File: src/lcd_cmd_pkg.sv
package lcd_cmd_pkg;

	typedef logic [7:0] lcd_byte_t;	// Full command or character
	typedef logic [3:0] lcd_nibble_t;	// DB7..DB4 on the bus
	typedef logic [3:0] char_index_t;	// Column within a line

	////////////////////////////////////////
	// Command bytes
	////////////////////////////////////////

	localparam lcd_byte_t CMD_FUNCTION_SET = 8'h28;	// 4-bit, 2 lines, 5x8 font
	localparam lcd_byte_t CMD_ENTRY_MODE = 8'h06;		// Increment, no shift
	localparam lcd_byte_t CMD_DISPLAY_ON = 8'h0C;		// Display on, cursor off
	localparam lcd_byte_t CMD_CLEAR = 8'h01;
	localparam lcd_byte_t CMD_LINE_1_ADDR = 8'h80;	// DDRAM address 0x00
	localparam lcd_byte_t CMD_LINE_2_ADDR = 8'hC0;	// DDRAM address 0x40

	// Bare nibbles of the power-on sequence
	localparam lcd_nibble_t INIT_NIBBLE_WAKE = 4'h3;
	localparam lcd_nibble_t INIT_NIBBLE_FOUR_BIT = 4'h2;

	////////////////////////////////////////
	// Message text
	////////////////////////////////////////

	localparam int unsigned LINE_1_LENGTH = 13;
	localparam int unsigned LINE_2_LENGTH = 12;

	// First character sits in the top byte
	localparam logic [8*LINE_1_LENGTH-1:0] LINE_1_TEXT = "FPGA Lab 2012";
	localparam logic [8*LINE_2_LENGTH-1:0] LINE_2_TEXT = "Enjoying It!";

	////////////////////////////////////////
	// State machines
	////////////////////////////////////////

	typedef enum logic [2:0] {
		PO_POWER_UP,	// Initial 15 ms
		PO_REQUEST,	// Ask for one nibble
		PO_TRANSFER,	// Nibble on the bus
		PO_WAIT,	// Wait after the nibble
		PO_READY
	} power_on_state_t;

	typedef enum logic [3:0] {
		SEQ_POWER_ON,
		SEQ_FUNCTION_SET,
		SEQ_ENTRY_MODE,
		SEQ_DISPLAY_ON,
		SEQ_CLEAR,
		SEQ_CLEAR_WAIT,
		SEQ_LINE_1_ADDR,
		SEQ_LINE_1_TEXT,
		SEQ_LINE_2_ADDR,
		SEQ_LINE_2_TEXT,
		SEQ_DONE
	} sequencer_state_t;

	typedef enum logic [2:0] {
		WR_IDLE,
		WR_SETUP,
		WR_ENABLE,
		WR_NIBBLE_GAP,
		WR_COMMAND_GAP
	} writer_state_t;

endpackage

File: src/lcd_timing_pkg.sv
package lcd_timing_pkg;

	////////////////////////////////////////
	// Counter types
	////////////////////////////////////////

	typedef logic [19:0] cycle_count_t;	// Long waits, up to 750,000
	typedef logic [10:0] bus_count_t;	// Bus phases, up to 2,000

	////////////////////////////////////////
	// Power-on waits at 50 MHz
	////////////////////////////////////////

	// 15 ms after power before the first nibble
	localparam cycle_count_t POWER_UP_CYCLES = 20'd750000;

	localparam cycle_count_t WAIT_1_CYCLES = 20'd205000;		// 4.1 ms
	localparam cycle_count_t WAIT_2_CYCLES = 20'd5000;		// 100 us
	localparam cycle_count_t WAIT_SHORT_CYCLES = 20'd2000;	// 40 us, third and fourth nibble

	// Clear display executes for 1.64 ms
	localparam cycle_count_t CLEAR_CYCLES = 20'd82000;

	////////////////////////////////////////
	// Bus phases at 50 MHz
	////////////////////////////////////////

	// Data and rs stable 40 ns before enable
	localparam bus_count_t SETUP_CYCLES = 11'd2;

	// Enable high 230 ns or longer
	localparam bus_count_t ENABLE_CYCLES = 11'd12;

	// 1 us between upper and lower nibble
	localparam bus_count_t NIBBLE_GAP_CYCLES = 11'd50;

	// 40 us after each byte
	localparam bus_count_t COMMAND_GAP_CYCLES = 11'd2000;

endpackage
File: src/lcd_driver.sv
`timescale 1ns/1ps

module lcd_driver (
	input logic clock,
	input logic reset,
	output lcd_cmd_pkg::lcd_nibble_t lcd_data,	// DB7..DB4
	output logic lcd_rs,
	output logic lcd_e,
	output logic display_done			// Whole message written
);

	// Sequencer to writer
	logic start_byte;
	logic start_nibble;
	lcd_cmd_pkg::lcd_byte_t tx_byte;
	logic tx_rs;

	// Writer back to sequencer
	logic busy;
	logic done;

	lcd_sequencer sequencer (
		.clock(clock),
		.reset(reset),
		.busy(busy),
		.done(done),
		.start_byte(start_byte),
		.start_nibble(start_nibble),
		.tx_byte(tx_byte),
		.tx_rs(tx_rs),
		.display_done(display_done)
	);

	lcd_nibble_writer writer (
		.clock(clock),
		.reset(reset),
		.start_byte(start_byte),
		.start_nibble(start_nibble),
		.tx_byte(tx_byte),
		.tx_rs(tx_rs),
		.busy(busy),
		.done(done),
		.lcd_data(lcd_data),
		.lcd_rs(lcd_rs),
		.lcd_e(lcd_e)
	);

endmodule

File: src/lcd_sequencer.sv
`timescale 1ns/1ps

module lcd_sequencer (
	input logic clock,
	input logic reset,
	input logic busy,				// Writer has a transfer in flight
	input logic done,				// Writer finished a transfer
	output logic start_byte,
	output logic start_nibble,
	output lcd_cmd_pkg::lcd_byte_t tx_byte,
	output logic tx_rs,				// High for characters only
	output logic display_done
);

	lcd_cmd_pkg::sequencer_state_t state;
	lcd_timing_pkg::cycle_count_t clear_count;	// Clear execution wait
	lcd_cmd_pkg::char_index_t column;
	lcd_cmd_pkg::lcd_byte_t char_code;
	lcd_cmd_pkg::lcd_nibble_t nibble;
	logic issued;					// Byte of this state already requested
	logic nibble_req;
	logic ready;
	logic rom_line;
	logic byte_state;				// State sends a byte

	lcd_power_on power_on (
		.clock(clock),
		.reset(reset),
		.writer_done(done),
		.nibble_req(nibble_req),
		.nibble(nibble),
		.ready(ready)
	);

	lcd_message_rom message_rom (
		.line(rom_line),
		.column(column),
		.char_code(char_code)
	);

	assign rom_line = (state == lcd_cmd_pkg::SEQ_LINE_2_TEXT);

	////////////////////////////////////////
	// Byte and rs for each state
	////////////////////////////////////////

	always_comb begin
		byte_state = 1'b1;
		tx_rs = 1'b0;
		case (state)
			lcd_cmd_pkg::SEQ_POWER_ON: begin
				byte_state = 1'b0;
				tx_byte = {nibble, 4'h0};	// Writer sends the upper half
			end
			lcd_cmd_pkg::SEQ_FUNCTION_SET: tx_byte = lcd_cmd_pkg::CMD_FUNCTION_SET;
			lcd_cmd_pkg::SEQ_ENTRY_MODE: tx_byte = lcd_cmd_pkg::CMD_ENTRY_MODE;
			lcd_cmd_pkg::SEQ_DISPLAY_ON: tx_byte = lcd_cmd_pkg::CMD_DISPLAY_ON;
			lcd_cmd_pkg::SEQ_CLEAR: tx_byte = lcd_cmd_pkg::CMD_CLEAR;
			lcd_cmd_pkg::SEQ_LINE_1_ADDR: tx_byte = lcd_cmd_pkg::CMD_LINE_1_ADDR;
			lcd_cmd_pkg::SEQ_LINE_2_ADDR: tx_byte = lcd_cmd_pkg::CMD_LINE_2_ADDR;
			lcd_cmd_pkg::SEQ_LINE_1_TEXT,
			lcd_cmd_pkg::SEQ_LINE_2_TEXT: begin
				tx_byte = char_code;
				tx_rs = 1'b1;		// Data register
			end
			default: begin			// Clear wait and done
				byte_state = 1'b0;
				tx_byte = '0;
			end
		endcase
	end

	// Power-on nibbles pass through only before the commands
	assign start_nibble = (state == lcd_cmd_pkg::SEQ_POWER_ON) && nibble_req && !busy;
	assign start_byte = byte_state && !issued && !busy;
	assign display_done = (state == lcd_cmd_pkg::SEQ_DONE);

	////////////////////////////////////////
	// Script FSM
	////////////////////////////////////////

	always_ff @(posedge clock) begin
		if (reset) begin
			state <= lcd_cmd_pkg::SEQ_POWER_ON;
			issued <= 1'b0;
			column <= '0;
			clear_count <= '0;
		end else begin
			if (start_byte) issued <= 1'b1;
			if (done) issued <= 1'b0;	// Next byte requested next cycle
			case (state)
				lcd_cmd_pkg::SEQ_POWER_ON:
					if (ready) state <= lcd_cmd_pkg::SEQ_FUNCTION_SET;
				lcd_cmd_pkg::SEQ_FUNCTION_SET:
					if (done) state <= lcd_cmd_pkg::SEQ_ENTRY_MODE;
				lcd_cmd_pkg::SEQ_ENTRY_MODE:
					if (done) state <= lcd_cmd_pkg::SEQ_DISPLAY_ON;
				lcd_cmd_pkg::SEQ_DISPLAY_ON:
					if (done) state <= lcd_cmd_pkg::SEQ_CLEAR;
				lcd_cmd_pkg::SEQ_CLEAR: begin
					if (done) begin
						clear_count <= lcd_timing_pkg::CLEAR_CYCLES - 1'b1;
						state <= lcd_cmd_pkg::SEQ_CLEAR_WAIT;
					end
				end
				lcd_cmd_pkg::SEQ_CLEAR_WAIT: begin
					if (clear_count == '0) state <= lcd_cmd_pkg::SEQ_LINE_1_ADDR;
					else clear_count <= clear_count - 1'b1;
				end
				lcd_cmd_pkg::SEQ_LINE_1_ADDR:
					if (done) state <= lcd_cmd_pkg::SEQ_LINE_1_TEXT;
				lcd_cmd_pkg::SEQ_LINE_1_TEXT: begin
					if (done) begin
						if (column == lcd_cmd_pkg::char_index_t'(lcd_cmd_pkg::LINE_1_LENGTH - 1)) begin
							column <= '0;
							state <= lcd_cmd_pkg::SEQ_LINE_2_ADDR;
						end else begin
							column <= column + 1'b1;
						end
					end
				end
				lcd_cmd_pkg::SEQ_LINE_2_ADDR:
					if (done) state <= lcd_cmd_pkg::SEQ_LINE_2_TEXT;
				lcd_cmd_pkg::SEQ_LINE_2_TEXT: begin
					if (done) begin
						if (column == lcd_cmd_pkg::char_index_t'(lcd_cmd_pkg::LINE_2_LENGTH - 1)) begin
							column <= '0;
							state <= lcd_cmd_pkg::SEQ_DONE;
						end else begin
							column <= column + 1'b1;
						end
					end
				end
				lcd_cmd_pkg::SEQ_DONE: state <= lcd_cmd_pkg::SEQ_DONE;	// Text stays up
				default: state <= lcd_cmd_pkg::SEQ_POWER_ON;
			endcase
		end
	end

endmodule

File: src/lcd_nibble_writer.sv
`timescale 1ns/1ps

module lcd_nibble_writer (
	input logic clock,
	input logic reset,
	input logic start_byte,			// Two nibbles plus command gap
	input logic start_nibble,			// Upper half of tx_byte only
	input lcd_cmd_pkg::lcd_byte_t tx_byte,
	input logic tx_rs,
	output logic busy,
	output logic done,				// One cycle at the end
	output lcd_cmd_pkg::lcd_nibble_t lcd_data,
	output logic lcd_rs,
	output logic lcd_e
);

	lcd_cmd_pkg::writer_state_t state;
	lcd_timing_pkg::bus_count_t count;		// Shared by every phase
	lcd_cmd_pkg::lcd_nibble_t lower_nibble;	// Held for the second half
	logic nibble_mode;
	logic second_half;
	logic accept;

	assign busy = (state != lcd_cmd_pkg::WR_IDLE);
	assign accept = !busy && (start_byte || start_nibble);

	// Lower half of the byte, kept while the upper half goes out
	always_ff @(posedge clock) begin
		if (accept) lower_nibble <= tx_byte[3:0];
	end

	////////////////////////////////////////
	// Transfer FSM
	////////////////////////////////////////

	always_ff @(posedge clock) begin
		if (reset) begin
			state <= lcd_cmd_pkg::WR_IDLE;
			count <= '0;
			nibble_mode <= 1'b0;
			second_half <= 1'b0;
			done <= 1'b0;
			lcd_data <= '0;
			lcd_rs <= 1'b0;
			lcd_e <= 1'b0;
		end else begin
			done <= 1'b0;
			case (state)
				lcd_cmd_pkg::WR_IDLE: begin
					if (accept) begin
						lcd_data <= tx_byte[7:4];	// Upper nibble first
						lcd_rs <= tx_rs;
						nibble_mode <= start_nibble;
						second_half <= 1'b0;
						count <= lcd_timing_pkg::SETUP_CYCLES - 1'b1;
						state <= lcd_cmd_pkg::WR_SETUP;
					end
				end

				lcd_cmd_pkg::WR_SETUP: begin	// Data settles before enable
					if (count == '0) begin
						lcd_e <= 1'b1;
						count <= lcd_timing_pkg::ENABLE_CYCLES - 1'b1;
						state <= lcd_cmd_pkg::WR_ENABLE;
					end else begin
						count <= count - 1'b1;
					end
				end

				lcd_cmd_pkg::WR_ENABLE: begin
					if (count != '0) begin
						count <= count - 1'b1;
					end else begin
						lcd_e <= 1'b0;
						if (nibble_mode) begin
							done <= 1'b1;	// Bare nibble ends here
							state <= lcd_cmd_pkg::WR_IDLE;
						end else if (!second_half) begin
							count <= lcd_timing_pkg::NIBBLE_GAP_CYCLES - 1'b1;
							state <= lcd_cmd_pkg::WR_NIBBLE_GAP;
						end else begin
							count <= lcd_timing_pkg::COMMAND_GAP_CYCLES - 1'b1;
							state <= lcd_cmd_pkg::WR_COMMAND_GAP;
						end
					end
				end

				lcd_cmd_pkg::WR_NIBBLE_GAP: begin	// Enable low between halves
					if (count == '0) begin
						lcd_data <= lower_nibble;
						second_half <= 1'b1;
						count <= lcd_timing_pkg::SETUP_CYCLES - 1'b1;
						state <= lcd_cmd_pkg::WR_SETUP;
					end else begin
						count <= count - 1'b1;
					end
				end

				lcd_cmd_pkg::WR_COMMAND_GAP: begin	// Display executes the byte
					if (count == '0) begin
						done <= 1'b1;
						state <= lcd_cmd_pkg::WR_IDLE;
					end else begin
						count <= count - 1'b1;
					end
				end

				default: state <= lcd_cmd_pkg::WR_IDLE;
			endcase
		end
	end

endmodule

File: src/lcd_power_on.sv
`timescale 1ns/1ps

module lcd_power_on (
	input logic clock,
	input logic reset,
	input logic writer_done,			// Nibble finished on the bus
	output logic nibble_req,			// One-cycle request
	output lcd_cmd_pkg::lcd_nibble_t nibble,
	output logic ready				// Held once the sequence ends
);

	lcd_cmd_pkg::power_on_state_t state;
	lcd_timing_pkg::cycle_count_t count;	// Down counter for all waits
	lcd_timing_pkg::cycle_count_t wait_cycles;	// Wait after the current nibble
	logic [1:0] step;				// Which of the four nibbles

	////////////////////////////////////////
	// Per-step nibble and wait
	////////////////////////////////////////

	always_comb begin
		case (step)
			2'd0: wait_cycles = lcd_timing_pkg::WAIT_1_CYCLES;
			2'd1: wait_cycles = lcd_timing_pkg::WAIT_2_CYCLES;
			default: wait_cycles = lcd_timing_pkg::WAIT_SHORT_CYCLES;	// Steps 2 and 3
		endcase
	end

	// Three wake nibbles, then switch to 4-bit
	assign nibble = (step == 2'd3) ? lcd_cmd_pkg::INIT_NIBBLE_FOUR_BIT
		: lcd_cmd_pkg::INIT_NIBBLE_WAKE;

	assign nibble_req = (state == lcd_cmd_pkg::PO_REQUEST);
	assign ready = (state == lcd_cmd_pkg::PO_READY);

	////////////////////////////////////////
	// Sequence FSM
	////////////////////////////////////////

	always_ff @(posedge clock) begin
		if (reset) begin
			state <= lcd_cmd_pkg::PO_POWER_UP;
			count <= lcd_timing_pkg::POWER_UP_CYCLES - 1'b1;	// Starts at release
			step <= 2'd0;
		end else begin
			case (state)
				lcd_cmd_pkg::PO_POWER_UP: begin
					if (count == '0) begin
						state <= lcd_cmd_pkg::PO_REQUEST;
					end else begin
						count <= count - 1'b1;
					end
				end

				lcd_cmd_pkg::PO_REQUEST: begin
					state <= lcd_cmd_pkg::PO_TRANSFER;	// Writer is idle here
				end

				lcd_cmd_pkg::PO_TRANSFER: begin
					if (writer_done) begin	// Wait counts from done
						count <= wait_cycles - 1'b1;
						state <= lcd_cmd_pkg::PO_WAIT;
					end
				end

				lcd_cmd_pkg::PO_WAIT: begin
					if (count != '0) begin
						count <= count - 1'b1;
					end else if (step == 2'd3) begin
						state <= lcd_cmd_pkg::PO_READY;	// Last wait over
					end else begin
						step <= step + 1'b1;
						state <= lcd_cmd_pkg::PO_REQUEST;
					end
				end

				lcd_cmd_pkg::PO_READY: state <= lcd_cmd_pkg::PO_READY;

				default: state <= lcd_cmd_pkg::PO_POWER_UP;
			endcase
		end
	end

endmodule

File: src/lcd_message_rom.sv
`timescale 1ns/1ps

module lcd_message_rom (
	input logic line,				// 0 is the top line
	input lcd_cmd_pkg::char_index_t column,
	output lcd_cmd_pkg::lcd_byte_t char_code
);

	int unsigned offset;	// Bit position of the selected byte

	// Both strings hold the first character in the top byte,
	// so the column counts down from the high end
	always_comb begin
		offset = 0;
		char_code = '0;
		if (!line) begin
			if (column < lcd_cmd_pkg::LINE_1_LENGTH) begin
				offset = 8 * (lcd_cmd_pkg::LINE_1_LENGTH - 1 - column);
				char_code = lcd_cmd_pkg::LINE_1_TEXT[offset +: 8];
			end
		end else begin
			if (column < lcd_cmd_pkg::LINE_2_LENGTH) begin
				offset = 8 * (lcd_cmd_pkg::LINE_2_LENGTH - 1 - column);
				char_code = lcd_cmd_pkg::LINE_2_TEXT[offset +: 8];
			end
		end
	end

endmodule

File: config.mk
export PLATFORM = sky130hd
export DESIGN_NAME = lcd_driver
export DESIGN_NICKNAME = d
export VERILOG_FILES = /design/src/lcd_cmd_pkg.sv /design/src/lcd_timing_pkg.sv /design/src/lcd_driver.sv /design/src/lcd_sequencer.sv /design/src/lcd_nibble_writer.sv /design/src/lcd_power_on.sv /design/src/lcd_message_rom.sv
export SDC_FILE = /design/constraint.sdc
export NUM_CORES = 1
export LEC_CHECK = 0
export BUFFER_PORTS_ARGS = -buffer_cell sky130_fd_sc_hd__clkbuf_2
export CAP_MARGIN = 10
export CORE_ASPECT_RATIO = 1.4
export CORE_MARGIN = 5
export CORE_UTILIZATION = 32
export DETAILED_ROUTE_END_ITERATION = 16
export PLACE_DENSITY = 0.56
export SYNTH_ARGS = -nofsm -noshare
export SYNTH_HDL_FRONTEND = slang
export SYNTH_SLANG_ARGS = --single-unit
File: constraint.sdc
create_clock -name clock -period 5.85 [get_ports clock]
set_input_delay 0.2925 -clock clock [delete_from_list [all_inputs] [get_ports clock]]
set_output_delay 0.2925 -clock clock [all_outputs]
set_load 0.02 [all_outputs]
==> impl_metrics.toml <==
[synthesis]
synth_fp_nets = 686
yosysSeqAreaShare_pct = 32.6
synthArstFlopShare_pct = 0
avgSynthCellArea_um2 = 7.58
ys_ff_latch = 81
synth_edf_count = 4
synth_top_area_share_pct = 30.3
synth_area_leaders = "dfxtp_1 30%, nor2_1 6.1%, o21ai_0 4.8%, a21oi_1 4.5%, nand2_1 4.3%"
synth_cell_types = 78
netlist_instances = 672
yosys_warnings = 0
synth_top_cell_by_area = "dfxtp_1"
netlist_area_um2 = 5090
ys.flop_type = "dfxtp_1"

[finish]
fin_cells = 851
syn2layout_area_growth_pct = 7.74
fin_nets = 664
antenna_cells = 0
finish.utilization_pct = 35.2
final_common_cell = "nor2_1"
layout-drive-gt1-share_pct = 6.87
fin_area_um2 = 5490
final_cell_mix = "83 x nor2_1, 77 x dfxtp_1, 59 x nand2_1"

[job]
max-cap-violations = 0

[hold_path]
hold_depth = 2
hold_start = "writer.lcd_rs"
hold_end = "writer.lcd_rs"
hp-class = "register to register"

[worst_setup_path]
worstRegToRegCells = 10
required_ns = 6.12
slowest_stage = "nor4b_1"
crit_buf_inv = 0
critical_path.top_delay_family = "simple AND/OR/NAND/NOR gates"
r2r_start = "sequencer.power_on.state[1]"
arrival_ns = 3.84
rr_endpoint = "sequencer.power_on.count[16]"
startpoint_type = "register"
critPathMaxStageDelay_ns = 0.65
worstPathMaxFanout = 15
worst-r2r-setup-slack_ns = 2.28
endpoint_kind = "register"
timing.critical_path.cells = "nor2b_1, nand2_1, nand2_1, ha_1, nor3b_1, nand4_1, nor4b_1, o32ai_1, a41o_1, o21ai_0"
critical_path_class = "register to register"
cpMostUsedCell = "nand2_1"

[grt]
grt.total_usage_pct = 14.0
antenna_found_initial = 0
grt_max_degree = 57
grt_pass1_vias = 4540
grt_pass1_wl_um = 21700
grt-ovfl-total = 0

[sta]
fin_crit_ns = 3.57
hold_viol = 0
worst_pin_slew_ns = 0.746
slew-limit-headroom_pct = 50.2
fmax_mhz = 280
layout_worst_path_cycle_share_pct = 61.1
fin_tns_setup_ns = 0
setup_viol = 0
finClkSkew_ns = 0.00800
whs_ns = 0.474
slew_viol_final = 0
rsz0062_at_grt = "false"

[clock_tree]
cts_max_level = 3
numCtsBuffers = 9
clockRootBuffer = "clkbuf_16"
clkSinkCount = 81
cts-resized-gates = 0
postCtsSetupBuffers = 0
cts_tree = "built"
path_clk_slew_ns = 0.06
cts_hold_buf = 0
clk_latency_ns = 0.34
cts_buffer_depth = 2

[die]
dieArea_um2 = 18600
die_x_um = 117
io_pins = 9
core_um2 = 15600
start_util_pct = 32.6
rows = 54
die_y_um = 159

[detailed_routing]
dr.pass1.iters = 5
num_vias = 4842
via_per_inst = 5.69
wl_um = 12600
wl_per_cell_um = 14.9
drt_iter0_drc = 208
ant_nets = 0
post-route-drc-count = 0

[run_status]
status = "complete, no violations"

[place]
post_dp_cell_area_um2 = 5210
dp_hpwl_um = 8820
place_congestion = 0.857
port-buffer-count = 8
dp_cells = 835

[pwr]
peakVddDrop_mv = 0.171
pwr_density_cell_nw_per_um2 = 314
power.switching_mw = 0.639
seqPwrFrac_pct = 38.7
pwr-share-clk_pct = 30.8
swShare_pct = 37.1
pwr-share-comb_pct = 30.6
cellLeakagePower_nw = 1.88
p_int_mw = 1.08
[power groups by stage]
stage          Combinational (mW)  Clock (mW)  Sequential (mW)
6_report                    0.526       0.529            0.666
4_1_cts                     0.525       0.548            0.665
3_3_place_gp                0.514           0            0.675
2_1_floorplan               0.448           0            0.649
3_5_place_dp                0.522           0            0.677
5_1_grt                     0.596       0.573            0.676
[per-layer routing]
metal	track usage, %	vias to the layer above	share of wire, %
li1	-	2422	-
met1	16.9	2317	43
met2	24.6	91	53
met3	2.43	12	3.1
met4	5.01	0	1.7
met5	0	-	0
[how the worst max path moves through the flow]
| stage | cells after the start | to | start | slack [ns] |
|---|---|---|---|---|
| CTS | 10 | sequencer.power_on.count[16] | sequencer.power_on.state[1] | 2.32 |
| detailed placement | 10 | sequencer.power_on.count[16] | sequencer.power_on.state[1] | 2.35 |
| global placement | 10 | sequencer.power_on.count[18] | sequencer.power_on.state[1] | 2.56 |
| finish | 10 | sequencer.power_on.count[16] | sequencer.power_on.state[1] | 2.28 |
| floorplan | 12 | sequencer.power_on.count[16] | sequencer.power_on.state[1] | 2.80 |
| global route | 10 | sequencer.power_on.count[16] | sequencer.power_on.state[1] | 2.02 |
[cells in the mapped netlist, types with 4 or more instances]
| master | number |
|---|---|
| nand2_1 | 59 |
| nand2b_1 | 6 |
| mux2i_1 | 4 |
| xnor2_1 | 19 |
| dfxtp_1 | 77 |
| or2_2 | 5 |
| clkbuf_1 | 37 |
| nor2b_1 | 5 |
| xor2_1 | 10 |
| nor3b_1 | 6 |
| or4_1 | 5 |
| o211ai_1 | 6 |
| a211oi_1 | 8 |
| o311ai_0 | 4 |
| nor4_1 | 13 |
| nor3_1 | 33 |
| a31oi_1 | 10 |
| inv_1 | 19 |
| nor2_1 | 83 |
| and3_1 | 6 |
| edfxtp_1 | 4 |
| buf_2 | 4 |
| or3_1 | 11 |
| nand4_1 | 12 |
| o22ai_1 | 4 |
| a21oi_1 | 46 |
| o21ai_0 | 49 |
| ha_1 | 12 |
| a311oi_1 | 4 |
| nand3_1 | 35 |
| a32oi_1 | 4 |
[metrics by stage]
stage          power (mW)  worst slack [ns]
2_1_floorplan        1.10              2.80
4_1_cts              1.74              2.32
3_5_place_dp         1.20              2.35
5_1_grt              1.84              2.02
6_report             1.72              2.28
3_3_place_gp         1.19              2.56
[cells by family after synthesis]
logic type	count (synthesis)	synth area share (%)
multiplexers	5	1.01
buffers and inverters	66	5.43
XOR/XNOR	29	4.99
adder cells (fa/ha/maj)	12	2.95
AO/OA/AOI/OAI	178	22.8
flip-flops	81	32.6
AND/OR/NAND/NOR	301	30.2
[worst reg2reg max path, stage by stage (launching register included)]
cell and delay (ns):
dfxtp_1 0.52, nor2b_1 0.29, nand2_1 0.36, nand2_1 0.19, ha_1 0.25, nor3b_1 0.45, nand4_1 0.30, nor4b_1 0.65
o32ai_1 0.14, a41o_1 0.22, o21ai_0 0.14
[final cells by class]
| cell class | count | area (um^2) |
|---|---|---|
| clock buffers | 12 | 246 |
| clock inverters | 4 | 28.8 |
| fillers | 1644 | 10100 |
| inverters | 21 | 80.1 |
| multi-input cells | 525 | 3160 |
| flip-flops and latches | 81 | 1660 |
| well taps | 196 | 245 |
| repair buffers | 12 | 70.1 |
[state kept, by name (all words and copies together) (netlist names)]
signal                    count
writer.lcd_data               4
writer.second_half            1
writer.state                  3
sequencer.issued              1
writer.lcd_rs                 1
sequencer.column              4
sequencer.clear_count        20
writer.done                   1
sequencer.power_on.state      3
writer.nibble_mode            1
writer.lcd_e                  1
writer.lower_nibble           4
sequencer.power_on.count     20
sequencer.state               4
sequencer.power_on.step       2
writer.count                 11
Power figures use the tool's default switching activity.
